File: src/hdl/btb_cfg_pkg.sv
// Predictor sizes and constants, referenced by scoped name from the RTL and the testbench
`default_nettype none

package btb_cfg_pkg;

	// ========================================================================
	// Address and table geometry
	// ========================================================================
	localparam int PC_WIDTH    = 32;           // Byte address width
	localparam int INDEX_WIDTH = 6;            // Table index taken from pc[6:1]
	localparam int TABLE_DEPTH = 64;           // One entry per index value

	// ========================================================================
	// Return stack and fetch
	// ========================================================================
	localparam int RAS_PTR_WIDTH = 5;          // Wraps naturally at RAS_DEPTH
	localparam int RAS_DEPTH     = 32;
	localparam int GROUP_BYTES   = 24;         // Four six-byte instructions per group

	// Boot vector
	localparam logic [PC_WIDTH-1:0] RESET_PC = 32'hFFFC_0000;

	// Retire width
	localparam int COMMIT_SLOTS = 4;

endpackage

`default_nettype wire
File: src/hdl/btb_types_pkg.sv
// Address, flow-kind and table-entry types shared by the predictor RTL
`default_nettype none

package btb_types_pkg;

	// Byte address of an instruction group or target
	typedef logic [btb_cfg_pkg::PC_WIDTH-1:0] pc_t;

	// Kind of change of flow recorded for a retired instruction
	typedef enum logic [2:0] {
		FLOW_NONE   = 3'd0,    // Empty entry or idle commit slot
		FLOW_BRANCH = 3'd1,    // Conditional, carries a taken bit
		FLOW_JUMP   = 3'd2,
		FLOW_CALL   = 3'd3,    // Pushes the return address
		FLOW_RET    = 3'd4     // Target comes from the return stack
	} flow_kind_e;

	// One table entry, 68 bits
	typedef struct packed {
		flow_kind_e kind;      // FLOW_NONE marks the slot empty
		logic       takb;      // Last resolved direction for branches
		pc_t        pc;        // Full source address, used as the tag
		pc_t        tgt;       // Target address
	} btb_entry_t;

endpackage

`default_nettype wire

File: src/hdl/btb_ras.sv
// Return-address stack, pushed on call hits and popped on return hits by the fetch logic
`timescale 1ns/1ps
`default_nettype none

module btb_ras (
	input  logic               clk,
	input  logic               rst,
	input  logic               push,
	input  logic               pop,
	input  btb_types_pkg::pc_t push_pc,
	output btb_types_pkg::pc_t ras_top
);

	// ========================================================================
	// Stack storage and pointer
	// ========================================================================
	btb_types_pkg::pc_t ras_mem [btb_cfg_pkg::RAS_DEPTH];

	logic [btb_cfg_pkg::RAS_PTR_WIDTH-1:0] sp;          // Points at the top entry
	logic [btb_cfg_pkg::RAS_PTR_WIDTH-1:0] push_slot;   // Slot just below the top

	// Stack grows downward, wraps silently when over- or under-run
	assign push_slot = sp - 1'b1;

	// Pointer counter
	always_ff @(posedge clk) begin
		if (rst) begin
			sp <= '0;
		end
		else begin
			case ({push, pop})
				2'b10:   sp <= push_slot;     // Call
				2'b01:   sp <= sp + 1'b1;     // Return
				default: sp <= sp;            // Idle, or both which fetch never raises
			endcase
		end
	end

	// Entry writes
	always_ff @(posedge clk) begin
		if (rst) begin
			// An unmatched return lands on the boot vector
			for (int i = 0; i < btb_cfg_pkg::RAS_DEPTH; i++) begin
				ras_mem[i] <= btb_cfg_pkg::RESET_PC;
			end
		end
		else if (push && !pop) begin
			ras_mem[push_slot] <= push_pc;
		end
	end

	// ========================================================================
	// Top of stack
	// ========================================================================
	// Combinational so a return hit redirects in its own lookup cycle
	assign ras_top = ras_mem[sp];

endmodule

`default_nettype wire

File: config.mk
export PLATFORM = sky130hd
export DESIGN_NAME = btb_ras
export DESIGN_NICKNAME = d
export VERILOG_FILES = /design/src/hdl/btb_cfg_pkg.sv /design/src/hdl/btb_types_pkg.sv /design/src/hdl/btb_ras.sv
export SDC_FILE = /design/constraint.sdc
export NUM_CORES = 1
export LEC_CHECK = 0
export BUFFER_PORTS_ARGS = -buffer_cell sky130_fd_sc_hd__buf_4
export CAP_MARGIN = 20
export CORE_ASPECT_RATIO = 2
export CORE_MARGIN = 5
export CORE_UTILIZATION = 41
export CTS_CLUSTER_SIZE = 12
export DETAILED_ROUTE_END_ITERATION = 7
export GPL_TIMING_DRIVEN = 0
export PLACE_DENSITY_LB_ADDON = 0.12
export SLEW_MARGIN = 20
export SYNTH_ARGS = -nofsm -noshare
export SYNTH_HDL_FRONTEND = slang
export SYNTH_SLANG_ARGS = --single-unit
File: constraint.sdc
create_clock -name clk -period 8.3 [get_ports clk]
set_input_delay 1.66 -clock clk [delete_from_list [all_inputs] [get_ports clk]]
set_output_delay 1.66 -clock clk [all_outputs]
set_load 0.03 [all_outputs]
==> metrics.md <==
| Metric | Value |
|---|---|
| Top Ports | 68 |
| Non-Filler Instances | ~5300 |
| Dpl cells | between 5000 and 6000 |
| Endpoints failing setup | 0 |
| Clock skew | around 19 ps |
| Total vias in the final route | ~29000 |
| Routed Antenna Nets | 0 |
| Area grow syn2layout | 11.6% |
| Drt pass-1 iters | 5 |
| Post-CTS Setup Repair Bufs | 0 |
| Number of flops mapped to enable cells by yosys | 1024 |
| Final Core Density | 0.459 |
| DR iter-0 viols | 1809 |
| Die W | 251 um |
| Max Clk Rate | 169 MHz |
| Largest cells by area after synthesis | edfxtp_1 64%, mux2i_1 11%, and2_1 7.6% |
| R2R Setup Slk | about 4500 ps |
| Leak | 16.4 nW |
| Slew margin rel. | 0.258 |
| Drt via density | roughly 5.5 |
| Crit Path Max Fanout | 10 |
| Synth top area share | 0.644 |
| Cell internal pwr | 8.69 mW |
| All-Layer GR Usage | 0.230 |
| Root buffer cell | clkbuf_16 |
| Syn avg cell area | 13.3 um2 |
| FF/Latch Area | 30900 um2 |
| Count of buffers from port buffering | 67 |
| Data arrival time of the critical path | between 4000 and 5000 ps |
| Synth area leader | edfxtp_1 |
| Filler cells | 10700 |
| Most frequent cell after synthesis | edfxtp_1 |
| CP Launch Type | register |
| WP data required | 6640 ps |
| Clock power share | 0.340 |
| Slew Viols, Final | 0 |
| Vias in the first global route | 31300 |
| Switching share of power | 0.285 |
| Clock sink total | 1034 |
| Post-Synthesis Cells | about 3600 |
| First-pass GRT wire length | 207000 um |
| RSZ-0062 raised after global routing | no |
| Worst Path Class, Setup | register to output port |
| Mux share of post-synthesis cell area | 0.108 |
| Simple-gate share of the synthesized area | 0.167 |
| Xor-xnor portion of the synthesized cell area | 0.000551 |
| Hold_buf cts | 0 |
| Combinational share of power | 0.175 |
| WL final | roughly 150000 um |
| Setup TNS | 0 ps |
| Synth unique cells | 37 |
| CTS tree | built |
| Core Box Area | 116000 um2 |
| Seq/Total Area, Yosys | 0.648 |
| PostCTS Resize Cnt | 0 |
| DRC | 0 |
| PD cells | 228 nW/um2 |
| Initial Util | 0.411 |
| Mapped Area | 47700 um2 |
| Synth Flop Type | edfxtp_1 |
| Switching power | about 3.5 mW |
| Tightest Hold Check Type | register to register |
| Die area | 124000 um2 |
| Row cnt | 177 |
| Min Clock Period, post-route | around 5900 ps |
| Syn nets | 3626 |
| Die Ht | 493 um |
| Reg power frac | 0.486 |
| Worst-margin pin slew | 1110 ps |
| Routability cong. | 0.870 |
| Clock latency on the worst-skew pair | around 700 ps |
| Initial antenna violation count | 3 |
| Multi-input gate area | 15300 um2 |
| Nets | between 3000 and 4000 |
| Async SR Flop Fraction | 0 |
| #FFs+latches synth | between 1000 and 1500 |
| H-tree depth | 3 |
| Final hold violations | 0 |
| Post-synthesis compound-gate area fraction | 0.0438 |
| Period utilization | 0.712 |
| Yosys warning total | 0 |
| Largest family of logic cells by synthesized area | simple AND/OR/NAND/NOR gates |
| Clock buffer depth | 3 |
| Fraction of layout cells with a size suffix above 1 | 0.0823 |
| Post-DR wirelength/cell | roughly 27 um |
| CP Capture Type | output port |
| Largest net degree at the start of global routing | 33 |
| Max-cap violations | 0 |
| DP HPWL | 116000 um |
| CTS Buf Count | 97 |
| Worst-path clk slew | roughly 60 ps |
| Top post-synthesis cells by count | 1024 x edfxtp_1, 577 x and2_1, 513 x mux2i_1, 452 x or3_1, 275 x clkbuf_1 |
| Total grt overflow | 0 |
| Synth Area in Adders | 0.00210 |
| Worst Hold Slack | 731 ps |
| Status | finished, final reports clean |
| Worst VDD drop | approximately 0.14 mV |
==> power groups by stage <==
stage,clock network [mW],logic (mW),registers [mW]
final,4.13,2.12,5.90
after detailed placement,0,2.15,6.02
after floorplan,0,1.22,6.00
after global placement,0,2.10,6.01
after CTS,4.17,2.15,5.90
after global routing,4.34,2.23,5.91
==> cells in the final DEF, fill, tap and decap left out, types with 3 or more instances in the layout <==
cell type and count:
nor2_2 11, nand3_1 96, or2_2 34, nand2b_1 5
mux2i_1 513, nor3_1 34, and2_1 577, clkbuf_16 103
buf_1 16, clkbuf_1 292, edfxtp_1 1024, nor2_1 28
buf_2 72, a22oi_1 96, nand2_1 102, nor2b_1 5
buf_16 16, buf_4 67, a32oi_1 3, clkinv_1 3
ha_1 8, inv_1 5, a31oi_1 33, diode_2 4
dfxtp_1 10, a21oi_1 100, or3_1 452, a22o_1 64
==> through the flow <==
step	power (mW)	instance area, um2	setup WS [ps]
final	12.2	53300	2390
after global routing	12.5	53300	2220
after CTS	12.2	53300	2320
after detailed placement	8.16	50600	3100
after global placement	8.12	50100	2680
after floorplan	7.22	47700	4460
==> cells by family (layout without fill, tap and decap cells) <==
kind of cell,Yosys count,after routing
AND/OR/NAND/NOR,1349,1349
flip-flops,1034,1034
other,0,4
AO/OA/AOI/OAI,306,306
buffers and inverters,369,580
multiplexers,513,513
adder cells (fa/ha/maj),8,8
XOR/XNOR,3,3
==> registers in the layout, summed over array words and instances (netlist names), named ones only <==
register / cells
ras_mem: 1024
sp: 5
==> final timing paths <==
check,to,start,cells past startpoint
max reg2reg,ras_mem[4][11],sp[0],7
max,ras_top[3],register,9
min,sp[1],sp[1],2
min reg2reg,sp[1],sp[1],2
==> metal layers <==
| layer | part of all wire | up-vias | global-route usage |
|---|---|---|---|
| met5 | 0.00017 | - | 0 |
| met4 | 0.036 | 4 | 0.0830 |
| met3 | 0.038 | 259 | 0.0285 |
| met2 | 0.57 | 690 | 0.462 |
| met1 | 0.35 | 14600 | 0.241 |
| li1 | - | 13500 | - |
==> critical path: stages, from the launching register on <==
cell      delay, ps
dfxtp_1         300
buf_2           220
buf_2           380
clkbuf_1        830
buf_2           660
mux2i_1         270
a22oi_1         100
nand3_1         330
nand3_1         200
buf_4           220
==> cell type report <==
class                   instances  area share
diodes                          4    0.000188
well taps                    1521      0.0357
repair buffers                 83      0.0177
clock inverters                 5    0.000470
plain buffers                 363      0.0273
clock buffers                 123      0.0500
inverters                       6    0.000423
flip-flops and latches       1034       0.581
multi-input cells            2179       0.287
No activity file was read; power rests on OpenSTA's default activity.
