==> config.mk <==
export PLATFORM = sky130hd
export DESIGN_NAME = btb_next_pc
export DESIGN_NICKNAME = d
export VERILOG_FILES = /design/src/hdl/btb_cfg_pkg.sv /design/src/hdl/btb_types_pkg.sv /design/src/hdl/btb_next_pc.sv
export SDC_FILE = /design/constraint.sdc
export NUM_CORES = 1
export LEC_CHECK = 0
export ABC_AREA = 1
export BUFFER_PORTS_ARGS = -buffer_cell sky130_fd_sc_hd__buf_2
export CAP_MARGIN = 0
export CORE_AREA = 2 2 106 108
export DETAILED_ROUTE_END_ITERATION = 7
export DIE_AREA = 0 0 108 110
export PLACE_DENSITY = 0.74
export RECOVER_POWER = 100
export SYNTH_ARGS = -nofsm -noshare
export SYNTH_HDL_FRONTEND = slang
export SYNTH_SLANG_ARGS = --single-unit
==> constraint.sdc <==
create_clock -name clk -period 2.3 [get_ports clk]
set_input_delay 0.115 -clock clk [delete_from_list [all_inputs] [get_ports clk]]
set_output_delay 0.115 -clock clk [all_outputs]
set_load 0.05 [all_outputs]
==> src/hdl/btb_cfg_pkg.sv <==
// Predictor sizes and constants, referenced by scoped name from the RTL and the testbench
`default_nettype none

package btb_cfg_pkg;

	// ========================================================================
	// Address and table geometry
	// ========================================================================
	localparam int PC_WIDTH    = 32;           // Byte address width
	localparam int INDEX_WIDTH = 6;            // Table index taken from pc[6:1]
	localparam int TABLE_DEPTH = 64;           // One entry per index value

	// ========================================================================
	// Return stack and fetch
	// ========================================================================
	localparam int RAS_PTR_WIDTH = 5;          // Wraps naturally at RAS_DEPTH
	localparam int RAS_DEPTH     = 32;
	localparam int GROUP_BYTES   = 24;         // Four six-byte instructions per group

	// Boot vector
	localparam logic [PC_WIDTH-1:0] RESET_PC = 32'hFFFC_0000;

	// Retire width
	localparam int COMMIT_SLOTS = 4;

endpackage

`default_nettype wire
==> src/hdl/btb_types_pkg.sv <==
// Address, flow-kind and table-entry types shared by the predictor RTL
`default_nettype none

package btb_types_pkg;

	// Byte address of an instruction group or target
	typedef logic [btb_cfg_pkg::PC_WIDTH-1:0] pc_t;

	// Kind of change of flow recorded for a retired instruction
	typedef enum logic [2:0] {
		FLOW_NONE   = 3'd0,    // Empty entry or idle commit slot
		FLOW_BRANCH = 3'd1,    // Conditional, carries a taken bit
		FLOW_JUMP   = 3'd2,
		FLOW_CALL   = 3'd3,    // Pushes the return address
		FLOW_RET    = 3'd4     // Target comes from the return stack
	} flow_kind_e;

	// One table entry, 68 bits
	typedef struct packed {
		flow_kind_e kind;      // FLOW_NONE marks the slot empty
		logic       takb;      // Last resolved direction for branches
		pc_t        pc;        // Full source address, used as the tag
		pc_t        tgt;       // Target address
	} btb_entry_t;

endpackage

`default_nettype wire

==> src/hdl/btb_next_pc.sv <==
// Next fetch address selection by fixed priority and the fetch address register
`timescale 1ns/1ps
`default_nettype none

module btb_next_pc (
	input  logic                      clk,
	input  logic                      rst,
	input  logic                      advance,                  // Fetch may move on
	input  logic                      branchmiss,
	input  btb_types_pkg::pc_t        misspc,
	input  logic                      predicted_correctly_dec,  // Low asks for a redirect
	input  btb_types_pkg::pc_t        new_address_dec,
	input  logic                      p_override,
	input  btb_types_pkg::pc_t        new_address_ext,
	input  btb_types_pkg::btb_entry_t lookup_entry,
	input  btb_types_pkg::pc_t        ras_top,
	output btb_types_pkg::pc_t        fetch_pc,
	output logic                      takb,
	output logic                      push,
	output logic                      pop,
	output btb_types_pkg::pc_t        push_pc
);

	btb_types_pkg::pc_t next_pc;      // Address loaded at the next advancing edge
	btb_types_pkg::pc_t seq_pc;       // Following fetch group
	logic               hit;          // Table entry matches current fetch address
	logic               correction;   // One of the three external redirects is active

	// ========================================================================
	// Hit detection and sequential address
	// ========================================================================
	assign hit = (lookup_entry.kind != btb_types_pkg::FLOW_NONE) &&
	             (lookup_entry.pc == fetch_pc);   // Full tag compare
	assign correction = branchmiss || !predicted_correctly_dec || p_override;
	assign seq_pc = fetch_pc + btb_types_pkg::pc_t'(btb_cfg_pkg::GROUP_BYTES);

	// ========================================================================
	// Priority select
	// ========================================================================
	always_comb begin
		next_pc = seq_pc;   // Default sequential advance
		takb    = 1'b0;
		if (branchmiss)
			next_pc = misspc;              // Commit stage knows best
		else if (!predicted_correctly_dec)
			next_pc = new_address_dec;     // Decode correction
		else if (p_override)
			next_pc = new_address_ext;     // External predictor
		else if (hit) begin
			case (lookup_entry.kind)
				btb_types_pkg::FLOW_RET: next_pc = ras_top;
				btb_types_pkg::FLOW_BRANCH: begin
					next_pc = lookup_entry.tgt;
					takb    = lookup_entry.takb;   // Redirect even when recorded not taken
				end
				default: next_pc = lookup_entry.tgt;   // Call and jump
			endcase
		end
	end

	// Stack traffic only when the hit really steers fetch at this edge
	assign push    = advance && !correction && hit &&
	                 (lookup_entry.kind == btb_types_pkg::FLOW_CALL);
	assign pop     = advance && !correction && hit &&
	                 (lookup_entry.kind == btb_types_pkg::FLOW_RET);
	assign push_pc = seq_pc;   // Return lands on the group after the call

	// Fetch address register, holds while advance is low
	always_ff @(posedge clk) begin
		if (rst)
			fetch_pc <= btb_cfg_pkg::RESET_PC;
		else if (advance)
			fetch_pc <= next_pc;
	end

endmodule

`default_nettype wire

==> results.yml <==
timing:
  final-setup-viol-count: 1
  worst_slew_pin_slew_ns: 0.657
  max_freq_mhz: 430
  maxSlewHeadroom_pct: 56.2
  finalCriticalPeriod_ns: 2.32
  hold_violations: 0
  fin_skew_ns: 0.00513
  rsz0062_at_grt: "true"
  holdWs_ns: 0.106
  fin_ws_ns: -0.0231
  final.period_utilization_pct: 101
  drv_slew: 0
route:
  drtIter0Drc: 377
  postRouteAntennaNets: 0
  dr_wl_met2_um: 9140
  drt_wl_total_um: 19800
  topRoutingLayerUsed: "met4"
  route.met3.wl_um: 1650
  vias_per_cell: 5.13
  wl_met1_um: 8100
  avgRoutedWirePerCell_um: 15.5
  drt_pass1_iterations: 7
  vias: 6555
  post-route-drc-count: 0
placement:
  globalplace.congestion: 0.948
  dp_hpwl_um: 15900
  dpl-instance-area_sq_mm: 0.00648
  io_buffers: 268
  dp_slack_ns: 0.0891
power_and_ir_drop:
  switching_power_mw: 1.17
  comb_power_share_pct: 53.6
  pwr_density_cell_mw_per_mm2: 368
  pwr-share-seq_pct: 27.0
  ir_drop_mv: 0.217
  swShare_pct: 47.3
  p_clk_share_pct: 19.4
  internal_power_mw: 1.30
  leakage_nw: 3.56
die:
  core_sq_mm: 0.0107
  initial_utilization_pct: 41.4
  rows: 38
  io_pins: 269
  dieArea_sq_mm: 0.0119
  die_y_um: 110
  die_w_um: 108
final_layout:
  largest_reg_flops: 32
  largest_register: "fetch_pc"
  fin_nets: 1340
  reg_top3: "fetch_pc x32"
  antenna_cells: 0
  final_layout_size_suffix_gt1_share_pct: 32.2
  fin_util_pct: 62.8
  fillers: 1100
  stdcell_area_sq_mm: 0.00672
  areaGrowthSynthToFinish_pct: 51.7
synthesis:
  syn_avg_cell_area_sq_um: 5.14
  syn_inst: 862
  syn_area_sq_mm: 0.00443
  yosysUniqueCellTypes: 32
  synth_seq_area_share_pct: 14.5
  synth_seq_cells: 32
  yosys_warnings: 0
  synth_nets: 1065
worst_setup_path:
  crit_fanout: 4
  arrival_ns: 2.21
  required_ns: 2.18
  worstSetupStartpointType: "register"
  r2r_cells: 15
  critPathCaptureType: "primary output"
  worstSetupPathType: "register to primary output"
clock_network:
  insertion_delay_ns: 0.29
  ctsHoldBuffers: 0
  tritoncts: "yes"
  clk_pin_slew_ns: 0.08
  numClockSinks: 32
  cts_htree_levels: 2
  cts_root_buf: "clkbuf_8"
  clock_path_buffers: 2
  cts_buffers: 5
job:
  maxCapViolations: 0
hold_path:
  holdPathStages: 3
  hold_path.class: "input port to register"
grt:
  grt_pass1_vias: 6084
  antenna_found_initial: 0
  track_usage_pct: 32.6
  grt_max_degree: 36
  overflow: 0
  grt_pass1_wl_um: 29900
outcome:
  violations: "setup timing"
  status: "finished with violations"
-- repair_timing --
action,CTS,global route
cloned,0,0
endpoints found under the setup margin,10,22
hold endpoints to repair,0,0
gates resized for setup,14,27
pin swaps,5,8
setup buffers,6,4
-- Yosys cell counts (all sizes together) --
library cell | number | area [sq um]
buf | 19 | 97.6
mux2i | 13 | 130
nand3b | 4 | 30.0
ha | 1 | 12.5
a21boi | 3 | 22.5
clkbuf | 30 | 114
a21oi | 62 | 310
xnor2 | 14 | 130
inv | 64 | 240
nor3 | 10 | 50.1
xor2 | 23 | 201
nand2b | 1 | 6.26
nand2 | 310 | 1160
nand3 | 55 | 288
nor2 | 172 | 671
mux2 | 4 | 45.0
o21ai | 10 | 50.0
o211ai | 9 | 67.6
or2 | 2 | 12.5
nor3b | 2 | 15.0
clkinv | 1 | 3.75
dfxtp | 32 | 641
nand4 | 21 | 131
-- per-stage QoR --
| step | power [mW] | setup TNS (ns) | instances |
|---|---|---|---|
| after floorplan | 1.52 | -5.52 | 862 |
| after global placement | 1.97 | 0 | 1260 |
| after detailed placement | 1.98 | 0 | 1260 |
| after CTS | 2.47 | -0.0943 | 1274 |
| after global routing | 2.62 | -0.629 | 1278 |
| final | 2.47 | -0.0231 | 1278 |
-- area by class of cell --
class	instances	area, sq um	area share [%]
multi-input combinational	716	3790	56.3
timing repair buffer	317	1760	26.1
sequential	32	668	9.94
inverter	65	248	3.69
clock buffer	8	90.1	1.34
tap	140	175	2.61
-- placed cells by master, fill, tap and decap left out, types with 18 or more instances in the layout --
cell type | synthesis | layout
a21oi_1 | 62 | 62
dfxtp_1 | 32 | 18
buf_2 | 12 | 213
nand3_1 | 54 | 51
buf_4 | 3 | 46
inv_1 | 57 | 51
nand4_1 | 21 | 21
nand2_1 | 310 | 306
clkbuf_1 | 29 | 39
nor2_1 | 166 | 161
-- path summary, 6_finish.rpt --
kind | from | endpoint | slack (ns)
setup reg to reg | fetch_pc[3]$_SDFFE_PP0P_ | fetch_pc[26]$_SDFFE_PP1P_ | 0.06
hold / removal | misspc[1] | fetch_pc[1]$_SDFFE_PP0P_ | 0.11
setup / recovery | fetch_pc[3]$_SDFFE_PP0P_ | push_pc[25] | -0.02
hold reg to reg | fetch_pc[16]$_SDFFE_PP0P_ | fetch_pc[16]$_SDFFE_PP0P_ | 0.54
-- critical path: stages (launching register included) --
cell and delay, ns:
dfxtp_4 0.36, clkinvlp_4 0.11, ha_4 0.17, nand3b_1 0.23
nor2_4 0.19, nand4_1 0.26, nor2_4 0.23, xor2_4 0.18
buf_6 0.18
-- routing by layer --
layer  vias up  track usage, %
met5         -               0
met1      2903            41.2
met4         0            16.6
met3        60            4.82
met2       335            54.3
li1       3257               -
-- power groups by stage --
stage	registers (mW)	logic, mW	clock network, mW
after CTS	0.665	1.32	0.486
after global placement	0.678	1.29	0
after global routing	0.675	1.44	0.506
after detailed placement	0.679	1.30	0
final	0.667	1.32	0.480
after floorplan	0.803	0.717	0
-- kinds of logic after synthesis --
group	after synthesis	share of synthesized area, %
AO/OA/AOI/OAI	84	10.2
XOR/XNOR	37	7.48
adder cells (fa/ha/maj)	1	0.282
buffers and inverters	114	10.3
flip-flops	32	14.5
multiplexers	17	3.95
AND/OR/NAND/NOR	577	53.4
(Power assumes the default switching activity.)
