<file path="src/hdl/btb_cfg_pkg.sv">
// Predictor sizes and constants, referenced by scoped name from the RTL and the testbench
`default_nettype none

package btb_cfg_pkg;

	// ========================================================================
	// Address and table geometry
	// ========================================================================
	localparam int PC_WIDTH    = 32;           // Byte address width
	localparam int INDEX_WIDTH = 6;            // Table index taken from pc[6:1]
	localparam int TABLE_DEPTH = 64;           // One entry per index value

	// ========================================================================
	// Return stack and fetch
	// ========================================================================
	localparam int RAS_PTR_WIDTH = 5;          // Wraps naturally at RAS_DEPTH
	localparam int RAS_DEPTH     = 32;
	localparam int GROUP_BYTES   = 24;         // Four six-byte instructions per group

	// Boot vector
	localparam logic [PC_WIDTH-1:0] RESET_PC = 32'hFFFC_0000;

	// Retire width
	localparam int COMMIT_SLOTS = 4;

endpackage

`default_nettype wire
</file>
<file path="src/hdl/btb_types_pkg.sv">
// Address, flow-kind and table-entry types shared by the predictor RTL
`default_nettype none

package btb_types_pkg;

	// Byte address of an instruction group or target
	typedef logic [btb_cfg_pkg::PC_WIDTH-1:0] pc_t;

	// Kind of change of flow recorded for a retired instruction
	typedef enum logic [2:0] {
		FLOW_NONE   = 3'd0,    // Empty entry or idle commit slot
		FLOW_BRANCH = 3'd1,    // Conditional, carries a taken bit
		FLOW_JUMP   = 3'd2,
		FLOW_CALL   = 3'd3,    // Pushes the return address
		FLOW_RET    = 3'd4     // Target comes from the return stack
	} flow_kind_e;

	// One table entry, 68 bits
	typedef struct packed {
		flow_kind_e kind;      // FLOW_NONE marks the slot empty
		logic       takb;      // Last resolved direction for branches
		pc_t        pc;        // Full source address, used as the tag
		pc_t        tgt;       // Target address
	} btb_entry_t;

endpackage

`default_nettype wire

</file>
<file path="src/hdl/btb_commit_select.sv">
// Picks the lowest active of four retiring flow changes and registers it as a table write
`timescale 1ns/1ps
`default_nettype none

module btb_commit_select (
	input  logic                                 clk,
	input  logic                                 rst,
	input  btb_types_pkg::flow_kind_e            commit_kind_0,
	input  btb_types_pkg::flow_kind_e            commit_kind_1,
	input  btb_types_pkg::flow_kind_e            commit_kind_2,
	input  btb_types_pkg::flow_kind_e            commit_kind_3,
	input  btb_types_pkg::pc_t                   commit_pc_0,
	input  btb_types_pkg::pc_t                   commit_pc_1,
	input  btb_types_pkg::pc_t                   commit_pc_2,
	input  btb_types_pkg::pc_t                   commit_pc_3,
	input  btb_types_pkg::pc_t                   commit_tgt_0,
	input  btb_types_pkg::pc_t                   commit_tgt_1,
	input  btb_types_pkg::pc_t                   commit_tgt_2,
	input  btb_types_pkg::pc_t                   commit_tgt_3,
	input  logic                                 commit_takb_0,
	input  logic                                 commit_takb_1,
	input  logic                                 commit_takb_2,
	input  logic                                 commit_takb_3,
	output logic                                 wr_en,
	output logic [btb_cfg_pkg::INDEX_WIDTH-1:0]  wr_index,
	output btb_types_pkg::btb_entry_t            wr_entry
);

	btb_types_pkg::btb_entry_t sel_entry;   // Entry of the winning slot
	logic                      sel_valid;   // Some slot retired a flow change

	// ========================================================================
	// Slot priority, slot 0 first
	// ========================================================================
	always_comb begin
		sel_entry = '0;
		sel_valid = 1'b1;
		if (commit_kind_0 != btb_types_pkg::FLOW_NONE)
			sel_entry = '{commit_kind_0, commit_takb_0, commit_pc_0, commit_tgt_0};
		else if (commit_kind_1 != btb_types_pkg::FLOW_NONE)
			sel_entry = '{commit_kind_1, commit_takb_1, commit_pc_1, commit_tgt_1};
		else if (commit_kind_2 != btb_types_pkg::FLOW_NONE)
			sel_entry = '{commit_kind_2, commit_takb_2, commit_pc_2, commit_tgt_2};
		else if (commit_kind_3 != btb_types_pkg::FLOW_NONE)
			sel_entry = '{commit_kind_3, commit_takb_3, commit_pc_3, commit_tgt_3};
		else
			sel_valid = 1'b0;   // Quiet retire cycle
	end

	// Write strobe, high for exactly one cycle per retire cycle with a flow change
	always_ff @(posedge clk) begin
		if (rst)
			wr_en <= 1'b0;
		else
			wr_en <= sel_valid;
	end

	// Payload follows the selection every cycle and only matters under wr_en
	always_ff @(posedge clk) begin
		wr_entry <= sel_entry;
		wr_index <= sel_entry.pc[btb_cfg_pkg::INDEX_WIDTH:1];   // Same bits the lookup uses
	end

endmodule

`default_nettype wire

</file>
<file path="config.mk">
export PLATFORM = sky130hd
export DESIGN_NAME = btb_commit_select
export DESIGN_NICKNAME = d
export VERILOG_FILES = /design/src/hdl/btb_cfg_pkg.sv /design/src/hdl/btb_types_pkg.sv /design/src/hdl/btb_commit_select.sv
export SDC_FILE = /design/constraint.sdc
export NUM_CORES = 1
export LEC_CHECK = 0
export BUFFER_PORTS_ARGS = -buffer_cell sky130_fd_sc_hd__clkbuf_2
export CAP_MARGIN = 20
export CELL_PAD_IN_SITES_DETAIL_PLACEMENT = 0
export CELL_PAD_IN_SITES_GLOBAL_PLACEMENT = 1
export CORE_AREA = 3 3 134 136
export CTS_CLUSTER_DIAMETER = 200
export DETAILED_ROUTE_END_ITERATION = 6
export DIE_AREA = 0 0 137 139
export PLACE_DENSITY = 0.86
export SLEW_MARGIN = 5
export SYNTH_ARGS = -nofsm -noshare
export SYNTH_HDL_FRONTEND = slang
export SYNTH_SLANG_ARGS = --single-unit
</file>
<file path="constraint.sdc">
create_clock -name clk -period 3.4 [get_ports clk]
set_clock_uncertainty 0.05 [all_clocks]
set_input_delay 0.51 -clock clk [delete_from_list [all_inputs] [get_ports clk]]
set_output_delay 0.51 -clock clk [all_outputs]
set_load 0.005 [all_outputs]
</file>
==> metrics.md <==
| Metric | Value |
|---|---|
| Status | `finished clean` |
| CP peak stage delay | `between 700 and 800 ps` |
| Slew Limit Fails | `0` |
| Drt drc | `0` |
| Post-synthesis sequential area ratio | `0.345` |
| Largest net degree at the start of global routing | `68` |
| Clock transition at path regs | `60 ps` |
| Startpoint types | `primary input` |
| Synthesized cell area | `~0.004 mm2` |
| Worst Path Max Fanout | `37` |
| Area delta synth->final | `53.3%` |
| Tcrit/Tclk final | `0.561` |
| Fmax | `approximately 520 MHz` |
| Chip width | `~140 um` |
| Syn avg cell area | `just over 8 um2` |
| Internal power | `between 1.5 and 2 mW` |
| CTS buffer count | `9` |
| CP arrival | `between 2000 and 2500 ps` |
| Die footprint | `about 0.019 mm2` |
| Core area | `around 0.017 mm2` |
| TritonRoute pass-1 iters | `4` |
| CTS tree | `done` |
| Root Driver | `clkbuf_16` |
| Critical Path, Cell by Cell | `clkbuf_2 -> or3_2 -> buf_12 -> a31oi_1 -> o211ai_2` |
| Total number of yosys warnings | `0` |
| Reg power frac | `0.366` |
| Initial DRC count | `269` |
| Nature of the critical path endpoint | `flip-flop` |
| Post-synth net total | `approximately 770` |
| Final setup TNS | `0 ps` |
| Port Buffer Count | `roughly 350` |
| Clock sink count | `a little under 70` |
| FP Rows | `between 40 and 50` |
| Drt total wl | `between 15 and 20 mm` |
| Setup-failing EPs final | `0` |
| Hold Buf Count CTS | `0` |
| Layout cell share with drive strength beyond 1 | `0.515` |
| First-pass GRT wire length | `between 20 and 30 mm` |
| Post-CTS setup buffer count | `0` |
| Gate power share | `0.218` |
| Initial cell density of the core | `0.235` |
| Num ports | `between 300 and 400` |
| Post-layout min period | `1910 ps` |
| Final Hold Vio Count | `0` |
| Cell family with most CP delay | `simple AND/OR/NAND/NOR gates` |
| ANT cells | `0` |
| IR drop worst, VDD | `~250 uV` |
| P_sw | `659 uW` |
| Worst-Margin Slew | `1040 ps` |
| Cells after Synth | `~490` |
| GRT Residual Overflow | `0` |
| Leakage power | `2.97 nW` |
| #FFs+latches synth | `roughly 70` |
| Routability cong. | `0.846` |
| Pwr/cell area | `about 400 mW/mm2` |
| Max-Cap Viols | `0` |
| Detailed placement HPWL | `13.5 mm` |
| Kind of critical path | `primary input to flip-flop` |
| Final #Nets | `about 1.1k` |
| Max_slew headroom | `0.304` |
| Total GRT Usage | `0.188` |
| Min-delay worst type | `primary input to flip-flop` |
| Via count | `around 5.2k` |
| Clock Tree Buf Depth | `2` |
| DR vias/cell | `5.10` |
| Final hold slack | `between 200 and 300 ps` |
| Yosys cell types | `20` |
| Net Sw Frac | `0.270` |
| WL per Instance | `~18 um` |
| Post-cts resize count | `0` |
| CTS H-tree depth | `3` |
| Clock power frac | `0.416` |
| Final ANT Viol Nets | `0` |
| Fill cells | `about 1.8k` |
| Crit path max-delay cell type | `or3_2` |
| Worst Path Required | `3530 ps` |
| Unrepaired setup endpoints after global routing | `no` |
| Die span in y | `approximately 140 um` |
| CP bufs+invs | `2` |
| Initial antenna violation count | `0` |
| Vias in the first global route | `5256` |
==> cells in the mapped netlist <==
cell / n / area, um2
a21oi_1: 7 / 35.0
a31oi_1: 65 / 407
buf_1: 4 / 15.0
buf_2: 1 / 5.00
buf_4: 6 / 45.0
buf_6: 4 / 45.0
clkbuf_1: 60 / 225
dfxtp_1: 69 / 1380
nand2_1: 66 / 248
nand3_1: 65 / 325
nor2_1: 4 / 15.0
nor3_1: 2 / 10.0
nor4_1: 1 / 6.26
o211ai_1: 37 / 278
o211ai_2: 28 / 350
o21ai_0: 1 / 5.00
o21ai_1: 2 / 10.0
o31a_1: 65 / 569
or2_1: 1 / 6.26
or3_1: 3 / 18.8
==> flip-flops by register name, summed over array words and instances (netlist names) <==
register  count
wr_entry     68
wr_en         1
==> cell type report <==
cell class,count,area (um2),share of cell area
Timing Repair Buffer,362,1860,0.303
Tap cell,225,282,0.0459
Sequential cell,69,1380,0.225
Clock buffer,12,236,0.0386
Multi-Input combinational cell,347,2300,0.375
Clock inverter,4,72.6,0.0118
==> per-layer routing <==
layer	track usage	vias to the layer above	share of wire
met5	0	-	0
met4	0.103	0	0.042
met3	0.0512	44	0.099
met2	0.297	306	0.47
met1	0.228	2365	0.39
li1	-	2483	-
==> path summary, 6_finish.rpt <==
| check | slack [ps] | cells after the start | startpoint | to |
|---|---|---|---|---|
| setup / recovery | 1490 | 5 | commit_kind_3[1] | wr_entry[40] |
| hold / removal | 270 | 2 | rst | wr_en |
==> power by group through the flow <==
stage,Clock [mW],Combinational [mW],Sequential (mW)
6_report,1.01,0.531,0.894
5_1_grt,1.07,0.582,0.900
4_1_cts,1.05,0.531,0.894
3_5_place_dp,0,0.529,0.911
3_3_place_gp,0,0.526,0.912
2_1_floorplan,0,0.236,0.918
==> layout by cell type, fill, tap and decap left out, types with 2 or more instances in the layout <==
cell type,instances
a21oi_1,7
o31a_1,65
bufinv_16,2
a31oi_1,65
clkbuf_16,9
buf_4,13
nand2_1,66
nor2_1,4
clkbuf_1,3
clkbuf_2,348
or3_2,3
dfxtp_1,69
nor3_2,2
o211ai_2,28
nand3_1,65
o211ai_1,37
o21ai_1,2
==> per-stage QoR <==
stage          instance area (um2)  cells  utilization  power (mW)  setup slack [ps]
6_report                      6130   1019        0.359        2.44              1490
3_3_place_gp                  5820   1003        0.341        1.44              1180
5_1_grt                       6130   1019        0.359        2.55              1440
3_5_place_dp                  5820   1003        0.341        1.44              1160
2_1_floorplan                 4000    491            -        1.15              1550
4_1_cts                       6130   1019        0.359        2.47              1540
==> cells by family after synthesis <==
group / Yosys count / synth area share
buffers and inverters: 75 / 0.0838
AO/OA/AOI/OAI: 205 / 0.414
AND/OR/NAND/NOR: 142 / 0.157
flip-flops: 69 / 0.345
Power figures use the tool's default switching activity.
